<file path="src/verilog/reduction_pkg.sv">
/*
  Shared definitions of the reduction offload block:
  reduction operation codes, FPU operation, rounding and format codes,
  and default operand widths
*/
`default_nettype none

package reduction_pkg;

  ////////////////////
  // Widths
  ////////////////////

  localparam int unsigned NarrowWidth = 64;
  // Fixed by the FP64 format of the wide path
  localparam int unsigned WideWidth = 64;

  ////////////////////
  // Reduction ops
  ////////////////////

  // Codes 8 to 15 are unused and treated as illegal
  typedef enum logic [3:0] {
    F_Add = 4'd0,
    F_Mul = 4'd1,
    F_Max = 4'd2,
    F_Min = 4'd3,
    A_Add = 4'd4,
    A_Mul = 4'd5,
    A_Max = 4'd6,
    A_Min = 4'd7
  } reduction_op_e;

  ////////////////////
  // FPU codes
  ////////////////////

  typedef enum logic [1:0] {
    ADD    = 2'd0,
    MUL    = 2'd1,
    MINMAX = 2'd2
  } fpu_op_e;

  // For MINMAX, RNE picks the maximum and RTZ the minimum
  typedef enum logic [2:0] {
    RNE = 3'd0,
    RTZ = 3'd1
  } fpu_rnd_e;

  typedef enum logic [2:0] {
    FP32    = 3'd0,
    FP64    = 3'd1,
    FP16    = 3'd2,
    FP8     = 3'd3,
    FP16ALT = 3'd4
  } fpu_fmt_e;

  typedef enum logic [1:0] {
    INT8  = 2'd0,
    INT16 = 2'd1,
    INT32 = 2'd2,
    INT64 = 2'd3
  } fpu_int_fmt_e;

endpackage

`default_nettype wire

</file>
<file path="src/verilog/offload_if.sv">
/*
  Offload port bundle: request with op and two operands,
  response with result, ctrl and data modports
*/
`default_nettype none

interface offload_if #(
  parameter int unsigned DataWidth = reduction_pkg::NarrowWidth
);
  import reduction_pkg::*;

  // Request side
  logic                 req_valid;
  logic                 req_ready;
  reduction_op_e        req_op;
  logic [DataWidth-1:0] req_operand1;
  logic [DataWidth-1:0] req_operand2;

  // Response side
  logic                 resp_valid;
  logic                 resp_ready;
  logic [DataWidth-1:0] resp_result;

  // Handshake sequencing
  modport ctrl (
    input  req_valid, resp_ready, req_op,
    output req_ready, resp_valid
  );

  // Operands in, result out
  modport data (
    input  req_op, req_operand1, req_operand2,
    output resp_result
  );

endinterface

`default_nettype wire

</file>
<file path="src/verilog/narrow_alu_ctrl.sv">
/*
  Narrow ALU control FSM: request acceptance,
  multiply step sequencing, result capture and response hold
*/
`default_nettype none

module narrow_alu_ctrl (
  input  logic      clk_i,
  input  logic      reset_i,
  offload_if.ctrl   off_if,
  input  logic      count_done_i,
  output logic      load_o,
  output logic      step_o,
  output logic      capture_o
);
  import reduction_pkg::*;

  typedef enum logic [1:0] {
    state_idle,
    state_multiply,
    state_respond
  } state_e;

  state_e state_q, state_d;
  // Set when the accepted request is a multiply
  logic   mul_q;

  assign off_if.req_ready  = (state_q == state_idle);
  assign off_if.resp_valid = (state_q == state_respond);

  assign load_o    = (state_q == state_idle) && off_if.req_valid;
  // Non-multiply ops capture on the first cycle in multiply
  assign step_o    = (state_q == state_multiply) && mul_q && !count_done_i;
  assign capture_o = (state_q == state_multiply) && (!mul_q || count_done_i);

  always_comb begin
    state_d = state_q;
    case (state_q)
      state_idle: begin
        if (off_if.req_valid) begin
          state_d = state_multiply;
        end
      end
      state_multiply: begin
        if (capture_o) begin
          state_d = state_respond;
        end
      end
      state_respond: begin
        // Hold result until taken
        if (off_if.resp_ready) begin
          state_d = state_idle;
        end
      end
      default: state_d = state_idle;
    endcase
  end

  always_ff @(posedge clk_i) begin
    if (reset_i) begin
      state_q <= state_idle;
      mul_q   <= 1'b0;
    end else begin
      state_q <= state_d;
      if (load_o) begin
        mul_q <= (off_if.req_op == A_Mul);
      end
    end
  end

endmodule

`default_nettype wire

</file>
<file path="src/verilog/mul_step_counter.sv">
/*
  Down-counter timing the shift-add multiply steps
*/
`default_nettype none

module mul_step_counter #(
  parameter int unsigned NarrowWidth = reduction_pkg::NarrowWidth
) (
  input  logic clk_i,
  input  logic reset_i,
  input  logic load_i,
  input  logic step_i,
  output logic done_o
);

  localparam int unsigned CountWidth = $clog2(NarrowWidth + 1);

  logic [CountWidth-1:0] count_q;

  // One step per multiplier bit
  always_ff @(posedge clk_i) begin
    if (reset_i) begin
      count_q <= '0;
    end else if (load_i) begin
      count_q <= CountWidth'(NarrowWidth);
    end else if (step_i) begin
      count_q <= count_q - 1'b1;
    end
  end

  assign done_o = (count_q == '0);

endmodule

`default_nettype wire

</file>
<file path="src/verilog/narrow_alu_datapath.sv">
/*
  Narrow ALU datapath: operand and op registers, shared adder,
  signed compare, shift-add multiplier and result register
*/
`default_nettype none

module narrow_alu_datapath #(
  parameter int unsigned NarrowWidth = reduction_pkg::NarrowWidth
) (
  input  logic    clk_i,
  input  logic    reset_i,
  offload_if.data off_if,
  input  logic    load_i,
  input  logic    step_i,
  input  logic    capture_i
);
  import reduction_pkg::*;

  reduction_op_e          op_q;
  // Multiplicand shifts left, multiplier right
  logic [NarrowWidth-1:0] a_q;
  logic [NarrowWidth-1:0] b_q;
  logic [NarrowWidth-1:0] acc_q;
  logic [NarrowWidth-1:0] result_q;
  logic [NarrowWidth-1:0] result_d;
  logic [NarrowWidth-1:0] add_b;
  logic [NarrowWidth-1:0] sum;
  logic                   a_greater;

  ////////////////////
  // Arithmetic
  ////////////////////

  // One adder serves both the add op and the multiply steps
  assign add_b     = step_i ? acc_q : b_q;
  assign sum       = a_q + add_b;
  assign a_greater = $signed(a_q) > $signed(b_q);

  ////////////////////
  // Registers
  ////////////////////

  always_ff @(posedge clk_i) begin
    if (reset_i) begin
      op_q <= F_Add;
    end else if (load_i) begin
      op_q <= off_if.req_op;
    end
  end

  always_ff @(posedge clk_i) begin
    if (load_i) begin
      a_q   <= off_if.req_operand1;
      b_q   <= off_if.req_operand2;
      acc_q <= '0;
    end else if (step_i) begin
      // Add shifted multiplicand when multiplier LSB is set
      if (b_q[0]) begin
        acc_q <= sum;
      end
      a_q <= a_q << 1;
      b_q <= b_q >> 1;
    end
  end

  ////////////////////
  // Result
  ////////////////////

  always_comb begin
    case (op_q)
      A_Add:   result_d = sum;
      A_Mul:   result_d = acc_q;
      A_Max:   result_d = a_greater ? a_q : b_q;
      A_Min:   result_d = a_greater ? b_q : a_q;
      // F_ codes and unused codes
      default: result_d = '0;
    endcase
  end

  always_ff @(posedge clk_i) begin
    if (reset_i) begin
      result_q <= '0;
    end else if (capture_i) begin
      result_q <= result_d;
    end
  end

  assign off_if.resp_result = result_q;

endmodule

`default_nettype wire

</file>
<file path="src/verilog/wide_fpu_req_encoder.sv">
/*
  Wide reduction to FPU request translation:
  op code, rounding, formats and operand slots,
  handshake and response pass-through
*/
`default_nettype none

module wide_fpu_req_encoder (
  // Wide request
  input  logic                                wide_req_valid_i,
  input  reduction_pkg::reduction_op_e        wide_req_op_i,
  input  logic [reduction_pkg::WideWidth-1:0] wide_req_operand1_i,
  input  logic [reduction_pkg::WideWidth-1:0] wide_req_operand2_i,
  output logic                                wide_req_ready_o,
  // Wide response
  output logic                                wide_resp_valid_o,
  output logic [reduction_pkg::WideWidth-1:0] wide_resp_result_o,
  input  logic                                wide_resp_ready_i,
  // FPU request
  output logic                                fpu_req_valid_o,
  output reduction_pkg::fpu_op_e              fpu_op_o,
  output reduction_pkg::fpu_rnd_e             fpu_rnd_o,
  output reduction_pkg::fpu_fmt_e             fpu_src_fmt_o,
  output reduction_pkg::fpu_fmt_e             fpu_dst_fmt_o,
  output reduction_pkg::fpu_int_fmt_e         fpu_int_fmt_o,
  output logic [reduction_pkg::WideWidth-1:0] fpu_operand0_o,
  output logic [reduction_pkg::WideWidth-1:0] fpu_operand1_o,
  output logic [reduction_pkg::WideWidth-1:0] fpu_operand2_o,
  input  logic                                fpu_req_ready_i,
  // FPU response
  input  logic                                fpu_resp_valid_i,
  input  logic [reduction_pkg::WideWidth-1:0] fpu_resp_result_i,
  output logic                                fpu_resp_ready_o
);
  import reduction_pkg::*;

  // Handshakes and result go straight through
  assign fpu_req_valid_o    = wide_req_valid_i;
  assign wide_req_ready_o   = fpu_req_ready_i;
  assign wide_resp_valid_o  = fpu_resp_valid_i;
  assign fpu_resp_ready_o   = wide_resp_ready_i;
  assign wide_resp_result_o = fpu_resp_result_i;

  // Always double precision
  assign fpu_src_fmt_o = FP64;
  assign fpu_dst_fmt_o = FP64;
  assign fpu_int_fmt_o = INT64;

  always_comb begin
    fpu_op_o       = ADD;
    fpu_rnd_o      = RNE;
    fpu_operand0_o = '0;
    fpu_operand1_o = '0;
    fpu_operand2_o = '0;
    case (wide_req_op_i)
      // FPU adds the second and third slots
      F_Add: begin
        fpu_operand1_o = wide_req_operand1_i;
        fpu_operand2_o = wide_req_operand2_i;
      end
      F_Mul: begin
        fpu_op_o       = MUL;
        fpu_operand0_o = wide_req_operand1_i;
        fpu_operand1_o = wide_req_operand2_i;
      end
      F_Max: begin
        fpu_op_o       = MINMAX;
        fpu_operand0_o = wide_req_operand1_i;
        fpu_operand1_o = wide_req_operand2_i;
      end
      F_Min: begin
        fpu_op_o       = MINMAX;
        fpu_rnd_o      = RTZ;
        fpu_operand0_o = wide_req_operand1_i;
        fpu_operand1_o = wide_req_operand2_i;
      end
      default: begin
        fpu_op_o = ADD;
      end
    endcase
  end

endmodule

`default_nettype wire

</file>
<file path="src/verilog/reduction_offload_tile.sv">
/*
  Reduction offload tile top level: narrow integer ALU
  (control, step counter, datapath) and wide FPU request encoder
*/
`default_nettype none

module reduction_offload_tile #(
  parameter int unsigned NarrowWidth = reduction_pkg::NarrowWidth
) (
  input  logic                                clk_i,
  input  logic                                reset_i,
  // Narrow request
  input  logic                                narrow_req_valid_i,
  input  reduction_pkg::reduction_op_e        narrow_req_op_i,
  input  logic [NarrowWidth-1:0]              narrow_req_operand1_i,
  input  logic [NarrowWidth-1:0]              narrow_req_operand2_i,
  output logic                                narrow_req_ready_o,
  // Narrow response
  output logic                                narrow_resp_valid_o,
  output logic [NarrowWidth-1:0]              narrow_resp_result_o,
  input  logic                                narrow_resp_ready_i,
  // Wide request
  input  logic                                wide_req_valid_i,
  input  reduction_pkg::reduction_op_e        wide_req_op_i,
  input  logic [reduction_pkg::WideWidth-1:0] wide_req_operand1_i,
  input  logic [reduction_pkg::WideWidth-1:0] wide_req_operand2_i,
  output logic                                wide_req_ready_o,
  // Wide response
  output logic                                wide_resp_valid_o,
  output logic [reduction_pkg::WideWidth-1:0] wide_resp_result_o,
  input  logic                                wide_resp_ready_i,
  // FPU request
  output logic                                fpu_req_valid_o,
  output reduction_pkg::fpu_op_e              fpu_op_o,
  output reduction_pkg::fpu_rnd_e             fpu_rnd_o,
  output reduction_pkg::fpu_fmt_e             fpu_src_fmt_o,
  output reduction_pkg::fpu_fmt_e             fpu_dst_fmt_o,
  output reduction_pkg::fpu_int_fmt_e         fpu_int_fmt_o,
  output logic [reduction_pkg::WideWidth-1:0] fpu_operand0_o,
  output logic [reduction_pkg::WideWidth-1:0] fpu_operand1_o,
  output logic [reduction_pkg::WideWidth-1:0] fpu_operand2_o,
  input  logic                                fpu_req_ready_i,
  // FPU response
  input  logic                                fpu_resp_valid_i,
  input  logic [reduction_pkg::WideWidth-1:0] fpu_resp_result_i,
  output logic                                fpu_resp_ready_o
);

  ////////////////////
  // Narrow ALU
  ////////////////////

  logic load;
  logic step;
  logic capture;
  logic count_done;

  offload_if #(.DataWidth(NarrowWidth)) narrow_if ();

  assign narrow_if.req_valid    = narrow_req_valid_i;
  assign narrow_if.req_op       = narrow_req_op_i;
  assign narrow_if.req_operand1 = narrow_req_operand1_i;
  assign narrow_if.req_operand2 = narrow_req_operand2_i;
  assign narrow_if.resp_ready   = narrow_resp_ready_i;
  assign narrow_req_ready_o     = narrow_if.req_ready;
  assign narrow_resp_valid_o    = narrow_if.resp_valid;
  assign narrow_resp_result_o   = narrow_if.resp_result;

  narrow_alu_ctrl i_ctrl (
    .clk_i        (clk_i),
    .reset_i      (reset_i),
    .off_if       (narrow_if.ctrl),
    .count_done_i (count_done),
    .load_o       (load),
    .step_o       (step),
    .capture_o    (capture)
  );

  mul_step_counter #(
    .NarrowWidth (NarrowWidth)
  ) i_counter (
    .clk_i   (clk_i),
    .reset_i (reset_i),
    .load_i  (load),
    .step_i  (step),
    .done_o  (count_done)
  );

  narrow_alu_datapath #(
    .NarrowWidth (NarrowWidth)
  ) i_datapath (
    .clk_i     (clk_i),
    .reset_i   (reset_i),
    .off_if    (narrow_if.data),
    .load_i    (load),
    .step_i    (step),
    .capture_i (capture)
  );

  ////////////////////
  // Wide FPU path
  ////////////////////

  wide_fpu_req_encoder i_wide_encoder (
    .wide_req_valid_i    (wide_req_valid_i),
    .wide_req_op_i       (wide_req_op_i),
    .wide_req_operand1_i (wide_req_operand1_i),
    .wide_req_operand2_i (wide_req_operand2_i),
    .wide_req_ready_o    (wide_req_ready_o),
    .wide_resp_valid_o   (wide_resp_valid_o),
    .wide_resp_result_o  (wide_resp_result_o),
    .wide_resp_ready_i   (wide_resp_ready_i),
    .fpu_req_valid_o     (fpu_req_valid_o),
    .fpu_op_o            (fpu_op_o),
    .fpu_rnd_o           (fpu_rnd_o),
    .fpu_src_fmt_o       (fpu_src_fmt_o),
    .fpu_dst_fmt_o       (fpu_dst_fmt_o),
    .fpu_int_fmt_o       (fpu_int_fmt_o),
    .fpu_operand0_o      (fpu_operand0_o),
    .fpu_operand1_o      (fpu_operand1_o),
    .fpu_operand2_o      (fpu_operand2_o),
    .fpu_req_ready_i     (fpu_req_ready_i),
    .fpu_resp_valid_i    (fpu_resp_valid_i),
    .fpu_resp_result_i   (fpu_resp_result_i),
    .fpu_resp_ready_o    (fpu_resp_ready_o)
  );

endmodule

`default_nettype wire

</file>
<file path="config.mk">
export PLATFORM = sky130hd
export DESIGN_NAME = reduction_offload_tile
export DESIGN_NICKNAME = d
export VERILOG_FILES = /design/src/verilog/reduction_pkg.sv /design/src/verilog/offload_if.sv /design/src/verilog/narrow_alu_ctrl.sv /design/src/verilog/mul_step_counter.sv /design/src/verilog/narrow_alu_datapath.sv /design/src/verilog/wide_fpu_req_encoder.sv /design/src/verilog/reduction_offload_tile.sv
export SDC_FILE = /design/constraint.sdc
export NUM_CORES = 1
export LEC_CHECK = 0
export ABC_AREA = 1
export BUFFER_PORTS_ARGS = -buffer_cell sky130_fd_sc_hd__clkbuf_2
export CAP_MARGIN = 25
export CORE_AREA = 5 5 261 263
export DETAILED_ROUTE_END_ITERATION = 8
export DIE_AREA = 0 0 266 268
export PLACE_DENSITY = 0.58
export SLEW_MARGIN = 20
export SYNTH_ARGS = -nofsm -noshare
export SYNTH_HDL_FRONTEND = slang
export SYNTH_SLANG_ARGS = --single-unit
</file>
<file path="constraint.sdc">
create_clock -name clk_i -period 4.57 [get_ports clk_i]
set_input_delay 0.6855 -clock clk_i [delete_from_list [all_inputs] [get_ports clk_i]]
set_output_delay 0.6855 -clock clk_i [all_outputs]
set_load 0.01 [all_outputs]
</file>
### Word-level counts from Yosys, hierarchy flattened

Cells that the tools add are included.

| cells by class | value |
|---|---|
| $add $sub $neg | 2 |
| $mul | 0 |
| div/mod/pow operators | 0 |
| $lt $le $gt $ge | 1 |
| eq/ne operators | 13 |
| shift operators | 0 |
| multiplexer cells | 19 |
| bitwise logic cells | 0 |
| reduce and logical (&&, ||, !) cells | 16 |

Operator list:

| kind | count |
|---|---|
| $mux 64 | 9 |
| $pmux 64 s4 | 1 |
| $pmux 64 s2 | 1 |
| $add 64x64->64 | 1 |
| $gt 64x64->1 | 1 |
| $eq 4x3->1 const B | 5 |
| $mux 7 | 2 |
| $eq 4x2->1 const B | 2 |
| $logic_not 7->1 | 1 |
| $sub 7x1->7 const B | 1 |
| $mux 2 | 3 |
| $pmux 2 s3 | 1 |
| $eq 4x1->1 const B | 1 |
| $logic_and 1x1->1 | 4 |
| $logic_not 4->1 | 1 |
| $ne 2x2->1 const B | 2 |
| $pmux 2 s2 | 1 |
| $reduce_or 2->1 | 2 |
| $reduce_and 3->1 | 1 |
| $reduce_or 3->1 | 1 |
| $eq 2x1->1 const B | 1 |
| $eq 2x2->1 const B | 1 |
| $logic_not 1->1 | 2 |
| $logic_not 2->1 | 1 |
| other kinds (5) | 5 |

| word-level totals | value |
|---|---|
| register bits | 270 |
| latch bits | 0 |
| bits in writable memories | 0 |
| ROM bits | 0 |
| input port bits | 336 |
| output and inout bits | 339 |
| logic and storage cells | 60 |
| memories kept | 0 |

### Logic depth before layout (Yosys ltp)

Gate-level depths: netlist (run 1).

| logic depth | value |
|---|---|
| word-level depth | 6 |
| depth in mapped cells | 29 |
| gate-level depth less buffers | 27 |

### Hierarchy

A second synthesis (run 1) with hierarchy kept.

| unflattened totals | value |
|---|---|
| cells, all modules | 3918 |
| area, all modules | 24217.0 um^2 |

By module, submodules not included:

| module | times used | cells each | area an instance (um^2) | sequential area each (um^2) |
|---|---|---|---|---|
| narrow_alu_datapath | 1 | 3258 | 20777.4 | 6486.2 |
| wide_fpu_req_encoder | 1 | 581 | 2936.6 | 0.0 |
| mul_step_counter | 1 | 47 | 324.1 | 140.1 |
| narrow_alu_ctrl | 1 | 32 | 178.9 | 60.1 |

### Least setup slack after synthesis (run 1)

Ideal clock, no wire load.

| timing | value |
|---|---|
| path type | reg2reg |
| start | reg i_counter.count_q[0] |
| end | reg i_datapath.a_q[0] (enable) |
| library setup time | 1110 ps |
| arrival time | 3273 ps |
| data required time | 3460 ps |
| path slack | 187 ps |
| stages on the path, launching flop included | 9 |
| buffers on the path | 1 |
| period minus slack after synthesis | 4383 ps |
| cell sequence | dfxtp_1 > inv_1 > ha_1 > inv_1 > nor2_1 > nand4_1 > nand3_1 > clkbuf_1 > nand2_1 |

| between the ends | value |
|---|---|
| cells in the longest elaborated chain, start to end | 4 |

RTL lines:

| element | line | text |
|---|---|---|
| start: declaration | mul_step_counter.sv:18 | `logic [CountWidth-1:0] count_q;` |
| start signal: assignment | mul_step_counter.sv:25 | `count_q <= CountWidth'(NarrowWidth);` |
| start signal: assignment | mul_step_counter.sv:27 | `count_q <= count_q - 1'b1;` |
| $logic_not 7->1 | mul_step_counter.sv:31 | `assign done_o = (count_q == '0);` |
| $logic_not 1->1 | narrow_alu_ctrl.sv:33 | `assign step_o = (state_q == state_multiply) && mul_q && !count_done_i;` |
| $logic_and 1x1->1 | narrow_alu_ctrl.sv:33 |  |
| $reduce_bool 2->1 (no line) | n/a |  |
| end signal: assignment | narrow_alu_datapath.sv:53 | `a_q <= off_if.req_operand1;` |
| end signal: assignment | narrow_alu_datapath.sv:61 | `a_q <= a_q << 1;` |
| end: declaration | narrow_alu_datapath.sv:21 | `logic [NarrowWidth-1:0] a_q;` |

Every way passes these cells.
A chain may end at the register's enable or synchronous reset.

### Final worst setup path (run 1)

| timing | value |
|---|---|
| start | reg i_counter.count_q[0] |
| end | reg i_datapath.result_q[42], in the netlist i_datapath.off_if.resp_result[42] |

| between the ends | value |
|---|---|
| cells in the longest elaborated chain, start to end | 6 |
| elaborated cells between the ends (all ways) | 8 |
| those cells by class | add/sub: 1; mux: 2; reduce/logical: 5 |

RTL lines:

| element | line | text |
|---|---|---|
| $logic_not 7->1 * | mul_step_counter.sv:31 |  |
| $logic_not 1->1 | narrow_alu_ctrl.sv:33 |  |
| $logic_and 1x1->1 | narrow_alu_ctrl.sv:33 |  |
| $mux 64 | narrow_alu_datapath.sv:35 | `assign add_b = step_i ? acc_q : b_q;` |
| $add 64x64->64 | narrow_alu_datapath.sv:36 | `assign sum = a_q + add_b;` |
| $pmux 64 s4 | narrow_alu_datapath.sv:71 | `case (op_q)` |
| end signal: assignment | narrow_alu_datapath.sv:85 | `result_q <= result_d;` |
| end: declaration | narrow_alu_datapath.sv:24 | `logic [NarrowWidth-1:0] result_q;` |

Every way passes the cells marked *; elsewhere a longest branch is shown, timed or not.

==> flow_summary.ini, run 1 <==
[min_path]
holdPathStages = 4
hp-start = narrow_resp_ready_i
whs_endpoint = i_ctrl.state_q[1]
hold_path.class = input port to flop

[synth]
synth.distinct_cells = 42
syn_inst = 3824
ys_ff_latch = 270
netlist_top_cells_area = edfxtp_1 (16%), nand2_1 (15%), dfxtp_1 (12%), inv_1 (11%), o21ai_0 (7.2%)
synth_flop_cell = dfxtp_1
synth_edf_count = 128
synthArstFlopShare = 0
yosys_warnings = 0
yosysMostFrequentCell = nand2_1
yosysTopAreaCellShare = 0.162
syn_area_per_cell_um2 = 6.20
syn-cell-area_um2 = 23700
synthTopCellsByCount = nand2_1 (959), inv_1 (671), o21ai_0 (342)
yosysTopAreaCell = edfxtp_1
synth_seq_area_share = 0.282

[setup_path]
worstPathArrival_ns = 4.78
r2r_cells = 24
path_max_fanout = 20
endpoint_kind = flop
cp-start-kind = flop
reg2reg_from = i_counter.count_q[0]
crit_type = flop to flop
r2r_slack_ns = 0.26
crit_required_ns = 5.04
rr_endpoint = i_datapath.off_if.resp_result[42]

[sta]
fin_skew_ns = 0.0330
slew_headroom = 0.318
slew_viol_final = 0
finalSetupViolations = 0
finalCritPeriodShare = 0.943
period_needed_ns = 4.31
fin_setup_tns_ns = 0
fmax_mhz = 232
finalHoldViolCount = 0
tightest_slew_ns = 1.02
grt_setup_unrepaired = no

[cts]
cts_sinks = 270
cts_tree = built
cts_inserted_buffers = 36
clkTransAtPathRegs_ns = 0.06
htree_levels = 2
clock_latency_ns = 0.56
clk_path_buf_depth = 3
cts-root-buf = clkbuf_16
ctsHoldBuffers = 0

[floorplan]
core_area_um2 = 65400
die_h_um = 268
die_x_um = 266
dieArea_um2 = 71300
start_util = 0.362
num_rows = 94
ios = 675

[global_route]
grt_pass1_wl_um = 168000
grt_pass1_vias = 24300
grt_max_degree = 122
grt_antenna_before_repair = 9
gr-usage-all-layers = 0.314
grt_remaining_overflow = 0

[power_and_ir_drop]
pwr-share-seq = 0.319
total_power_uw = 8860
pwr-share-clk = 0.329
combPwrFrac = 0.351
p_int_uw = 5400
p_switching_uw = 3470
switching_share = 0.391
power_density_nw_per_um2 = 318
peakVddDrop_mv = 0.226
cellLeakagePower_uw = 0.0141

[status]
status = finished, final reports clean

[placed_design]
dp_cells = 4997
place_congestion = 0.996
portBuffers = 528
dp_hpwl_um = 96900

[cells_and_area]
stdcell_count = 5072
layout-drive-gt1-share = 0.157
nNetsFinal = 4650
nFillCells = 7235
final_util = 0.427
area_delta_synth_final_pct = 17.7

[drt]
antenna_left = 0
drc = 0
firstDrtPassIters = 6
vias = 26400
routed_wl_um = 119000
vias_per_cell = 5.20
wl_per_cell_um = 23.4
first_iter_violations = 2568

[flow_run]
drv_cap = 0
-- routing by layer --
metal	track usage	routed length, µm	vias up
met3	0.0690	9530	160
met2	0.487	50900	1111
li1	-	-	12900
met4	0.139	6490	2
met1	0.422	51600	12200
met5	0	17	-
-- critical path: stages (launching register included) --
cell and delay, ns:
dfxtp_1 0.35, inv_1 0.05, ha_1 0.18, inv_1 0.09
nor2_1 0.05, nand4_1 0.15, buf_4 0.17, nand3_2 0.41
o21ai_0 0.34, ha_1 0.33, a21oi_1 0.35, o21ai_0 0.15
nand2_1 0.08, nand3_1 0.20, nand3_1 0.14, nand2_1 0.26
nand2_1 0.19, nand2_1 0.06, nand2_1 0.08, nand3_1 0.06
o21ai_0 0.15, inv_1 0.08, nand3_1 0.09, nand2_1 0.05
a21oi_1 0.14
-- layout by cell type, fill, tap and decap left out, types with 35 or more instances in the layout --
cell,instances
a21oi_1,239
buf_4,35
clkbuf_16,38
clkbuf_2,528
dfxtp_1,142
edfxtp_1,128
ha_1,135
inv_1,670
nand2_1,955
nand3_1,271
nand4_1,135
nor2_1,310
o21ai_0,342
o22ai_1,76
-- power groups by stage --
stage | Combinational [µW] | Clock (µW) | Sequential [µW]
floorplan | 2110 | 0 | 2820
CTS | 3070 | 2960 | 2830
detailed placement | 3050 | 0 | 2880
global route | 3440 | 3070 | 2840
global placement | 3040 | 0 | 2880
finish | 3110 | 2920 | 2830
-- per-stage QoR --
step                      worst slack, ns  cell area [µm²]  hold slack (ns)
after floorplan                     0.187            23700            0.439
after global placement              0.305            26600            0.453
after detailed placement            0.263            26600            0.455
after CTS                           0.233            27800            0.358
after global routing               0.0887            27900            0.395
final                               0.262            27900            0.379
-- final cells by class --
| type | instances | area (µm²) | area share |
|---|---|---|---|
| flip-flops and latches | 270 | 6690 | 0.240 |
| multi-input cells | 2618 | 13200 | 0.474 |
| well taps | 864 | 1080 | 0.0387 |
| clock buffers | 52 | 1050 | 0.0378 |
| inverters | 675 | 2540 | 0.0911 |
| repair buffers | 577 | 3190 | 0.114 |
| clock inverters | 14 | 130 | 0.00466 |
| diodes | 2 | 5.00 | 0.000179 |
-- sequential cells by signal, summed over array words and instances, names as in the netlist --
signal,flops
i_counter.count_q,7
i_datapath.acc_q,64
i_ctrl.state_q,2
i_datapath.a_q,64
i_datapath.b_q,64
i_ctrl.mul_q,1
i_datapath.off_if.resp_result,64
i_datapath.op_q,4
-- how the worst max path moves through the flow --
stage | startpoint | end | slack (ns) | depth (start not counted)
detailed placement | i_counter.count_q[0] | i_datapath.off_if.resp_result[46] | 0.26 | 25
finish | i_counter.count_q[0] | i_datapath.off_if.resp_result[42] | 0.26 | 24
global placement | i_counter.count_q[0] | i_datapath.off_if.resp_result[30] | 0.31 | 24
CTS | i_counter.count_q[0] | i_datapath.off_if.resp_result[46] | 0.23 | 25
floorplan | i_counter.count_q[0] | i_datapath.a_q[0] | 0.19 | 8
global route | i_counter.count_q[0] | i_datapath.off_if.resp_result[41] | 0.09 | 24
-- what timing repair did --
item / 4_1_cts / 5_1_grt
buffers inserted: 0 / 5
setup endpoints to repair: 0 / 13
gates resized for setup: 0 / 1
-- cells by family after synthesis --
| logic type | share of synthesized area |
|---|---|
| AND/OR/NAND/NOR | 0.312 |
| buffers and inverters | 0.167 |
| AO/OA/AOI/OAI | 0.153 |
| flip-flops | 0.282 |
| adder cells (fa/ha/maj) | 0.0721 |
| XOR/XNOR | 0.0133 |
| other | 0.000317 |
No activity file was read; power rests on OpenSTA's default activity.
==> run 2, diff against run 1 <==
--- a/config.mk
+++ b/config.mk
@@ -8,10 +8,11 @@
 export ABC_AREA = 1
 export BUFFER_PORTS_ARGS = -buffer_cell sky130_fd_sc_hd__clkbuf_2
 export CAP_MARGIN = 25
-export CORE_AREA = 5 5 261 263
+export CORE_AREA = 8 8 257 259
 export DETAILED_ROUTE_END_ITERATION = 8
-export DIE_AREA = 0 0 266 268
-export PLACE_DENSITY = 0.58
+export DIE_AREA = 0 0 265 267
+export PLACE_DENSITY = 0.61
+export RECOVER_POWER = 100
 export SLEW_MARGIN = 20
 export SYNTH_ARGS = -nofsm -noshare
 export SYNTH_HDL_FRONTEND = slang
==> flow_summary.ini, run 2 (synthesis gave the netlist of run 1 again) <==
[cts]
cts-root-buf = clkbuf_16
clk_path_buf_depth = 3
htree_levels = 2
cts_inserted_buffers = 36
cts_tree = built
ctsHoldBuffers = 0
clock_latency_ns = 0.56
cts_sinks = 270
clkTransAtPathRegs_ns = 0.06

[cells_and_area]
layout-drive-gt1-share = 0.137
multi_input_area_um2 = 13200
final_common_cell = nand2_1
antennaDiodeCount = 0
nFillCells = 6889
area_delta_synth_final_pct = 16.0
stdcell_count = 4994
nNetsFinal = 4642
layout_common_cells = nand2_1 (955), inv_1 (670), clkbuf_2 (461)
regArea_um2 = 6690

[sta]
fin_setup_tns_ns = 0
fmax_mhz = 232
finalCritPeriodShare = 0.942
hold_ws_ns = 0.390
fin_skew_ns = 0.0290
period_needed_ns = 4.30
slew_headroom = -0.507
finalSetupViolations = 0
slew_viol_final = 239
tightest_slew_ns = 2.26
finalHoldViolCount = 0

[setup_path]
endpoint_kind = flop
rr_endpoint = i_datapath.off_if.resp_result[58]
cp-start-kind = flop
worstPathArrival_ns = 4.78
path_max_fanout = 63
r2r_cells = 24
crit_required_ns = 5.05
r2r_slack_ns = 0.27
crit_type = flop to flop
reg2reg_from = i_counter.count_q[0]

[drt]
firstDrtPassIters = 6
drc = 0
vias_per_cell = 5.32
antenna_left = 0
vias = 26600
wl_per_cell_um = 23.6
routed_wl_um = 118000
first_iter_violations = 2513

[global_route]
grt_antenna_before_repair = 7
grt_pass1_wl_um = 167000
grt_remaining_overflow = 0
gr-usage-all-layers = 0.315
grt_max_degree = 141
grt_pass1_vias = 24600

[power_and_ir_drop]
switching_share = 0.396
cellLeakagePower_uw = 0.0137
p_switching_uw = 3410
pwr-share-seq = 0.329
total_power_uw = 8610
peakVddDrop_mv = 0.211
combPwrFrac = 0.359
pwr-share-clk = 0.312
power_density_nw_per_um2 = 313
p_int_uw = 5200

[placed_design]
dp_cells = 4928
portBuffers = 528
place_congestion = 1.01
dp_hpwl_um = 95800

[floorplan]
core_area_um2 = 62200
die_h_um = 267
die_x_um = 265
num_rows = 92
ios = 675
start_util = 0.381
dieArea_um2 = 70800

[min_path]
holdPathStages = 4
hp-start = narrow_resp_ready_i
hold_path.class = input port to flop
whs_endpoint = i_ctrl.state_q[1]

[status]
violations = max-capacitance violations, max-slew violations
status = finished, violations left

[flow_run]
drv_cap = 3
==> run 2: through the flow <==
| step | setup WS (ns) | util | area [µm²] |
|---|---|---|---|
| finish | 0.266 | 0.442 | 27500 |
| global placement | 0.267 | 0.426 | 26500 |
| floorplan | 0.187 | - | 23700 |
| global route | -0.0169 | 0.442 | 27500 |
| detailed placement | 0.200 | 0.426 | 26500 |
| CTS | 0.134 | 0.443 | 27600 |
==> run 2: worst max path at each step <==
stage	start	depth (start not counted)	endpoint
2_1_floorplan	i_counter.count_q[0]	8	i_datapath.a_q[0]
3_3_place_gp	i_counter.count_q[0]	25	i_datapath.off_if.resp_result[46]
3_5_place_dp	i_counter.count_q[0]	25	i_datapath.off_if.resp_result[46]
4_1_cts	i_counter.count_q[0]	25	i_datapath.off_if.resp_result[46]
5_1_grt	i_counter.count_q[0]	25	i_datapath.off_if.resp_result[48]
6_report	i_counter.count_q[0]	24	i_datapath.off_if.resp_result[58]
==> run 2: critical path, stage by stage, from the launching register on <==
cell and delay (ns):
dfxtp_1 0.32, inv_1 0.06, ha_1 0.13, inv_1 0.06
nor2_1 0.09, nand4_1 0.36, nand3_4 0.28, buf_4 0.16
buf_6 0.33, o21ai_0 0.14, ha_1 0.35, a21oi_1 0.21
o21ai_0 0.21, a21oi_1 0.25, o21ai_0 0.13, buf_4 0.16
a21oi_1 0.28, nand2_1 0.09, nand2_1 0.08, nand3_1 0.08
nand2_1 0.14, inv_1 0.05, nand3_1 0.07, nand2_1 0.05
a21oi_1 0.12
==> run 2: per-layer routing <==
metal,track usage,routed length [µm]
met4,0.132,5630
met2,0.525,54400
met5,0.0125,150
met3,0.0636,9120
met1,0.394,48500
==> run 2: repair_timing <==
action,in CTS,in global routing
setup buffers,0,2
endpoints found under the setup margin,0,13
resized for setup,0,2
==> run 2: area by class of cell <==
class,count,area share
tap,799,0.0364
multi-input combinational,2617,0.480
sequential,270,0.243
timing repair buffer,570,0.109
clock inverter,14,0.00410
inverter,675,0.0923
clock buffer,49,0.0349
==> run 2: power groups by stage <==
stage	Sequential (µW)	Combinational, µW	Clock, µW
global placement	2880	3020	0
global route	2840	3410	2820
detailed placement	2870	3030	0
CTS	2820	3050	2730
floorplan	2820	2110	0
finish	2830	3090	2690
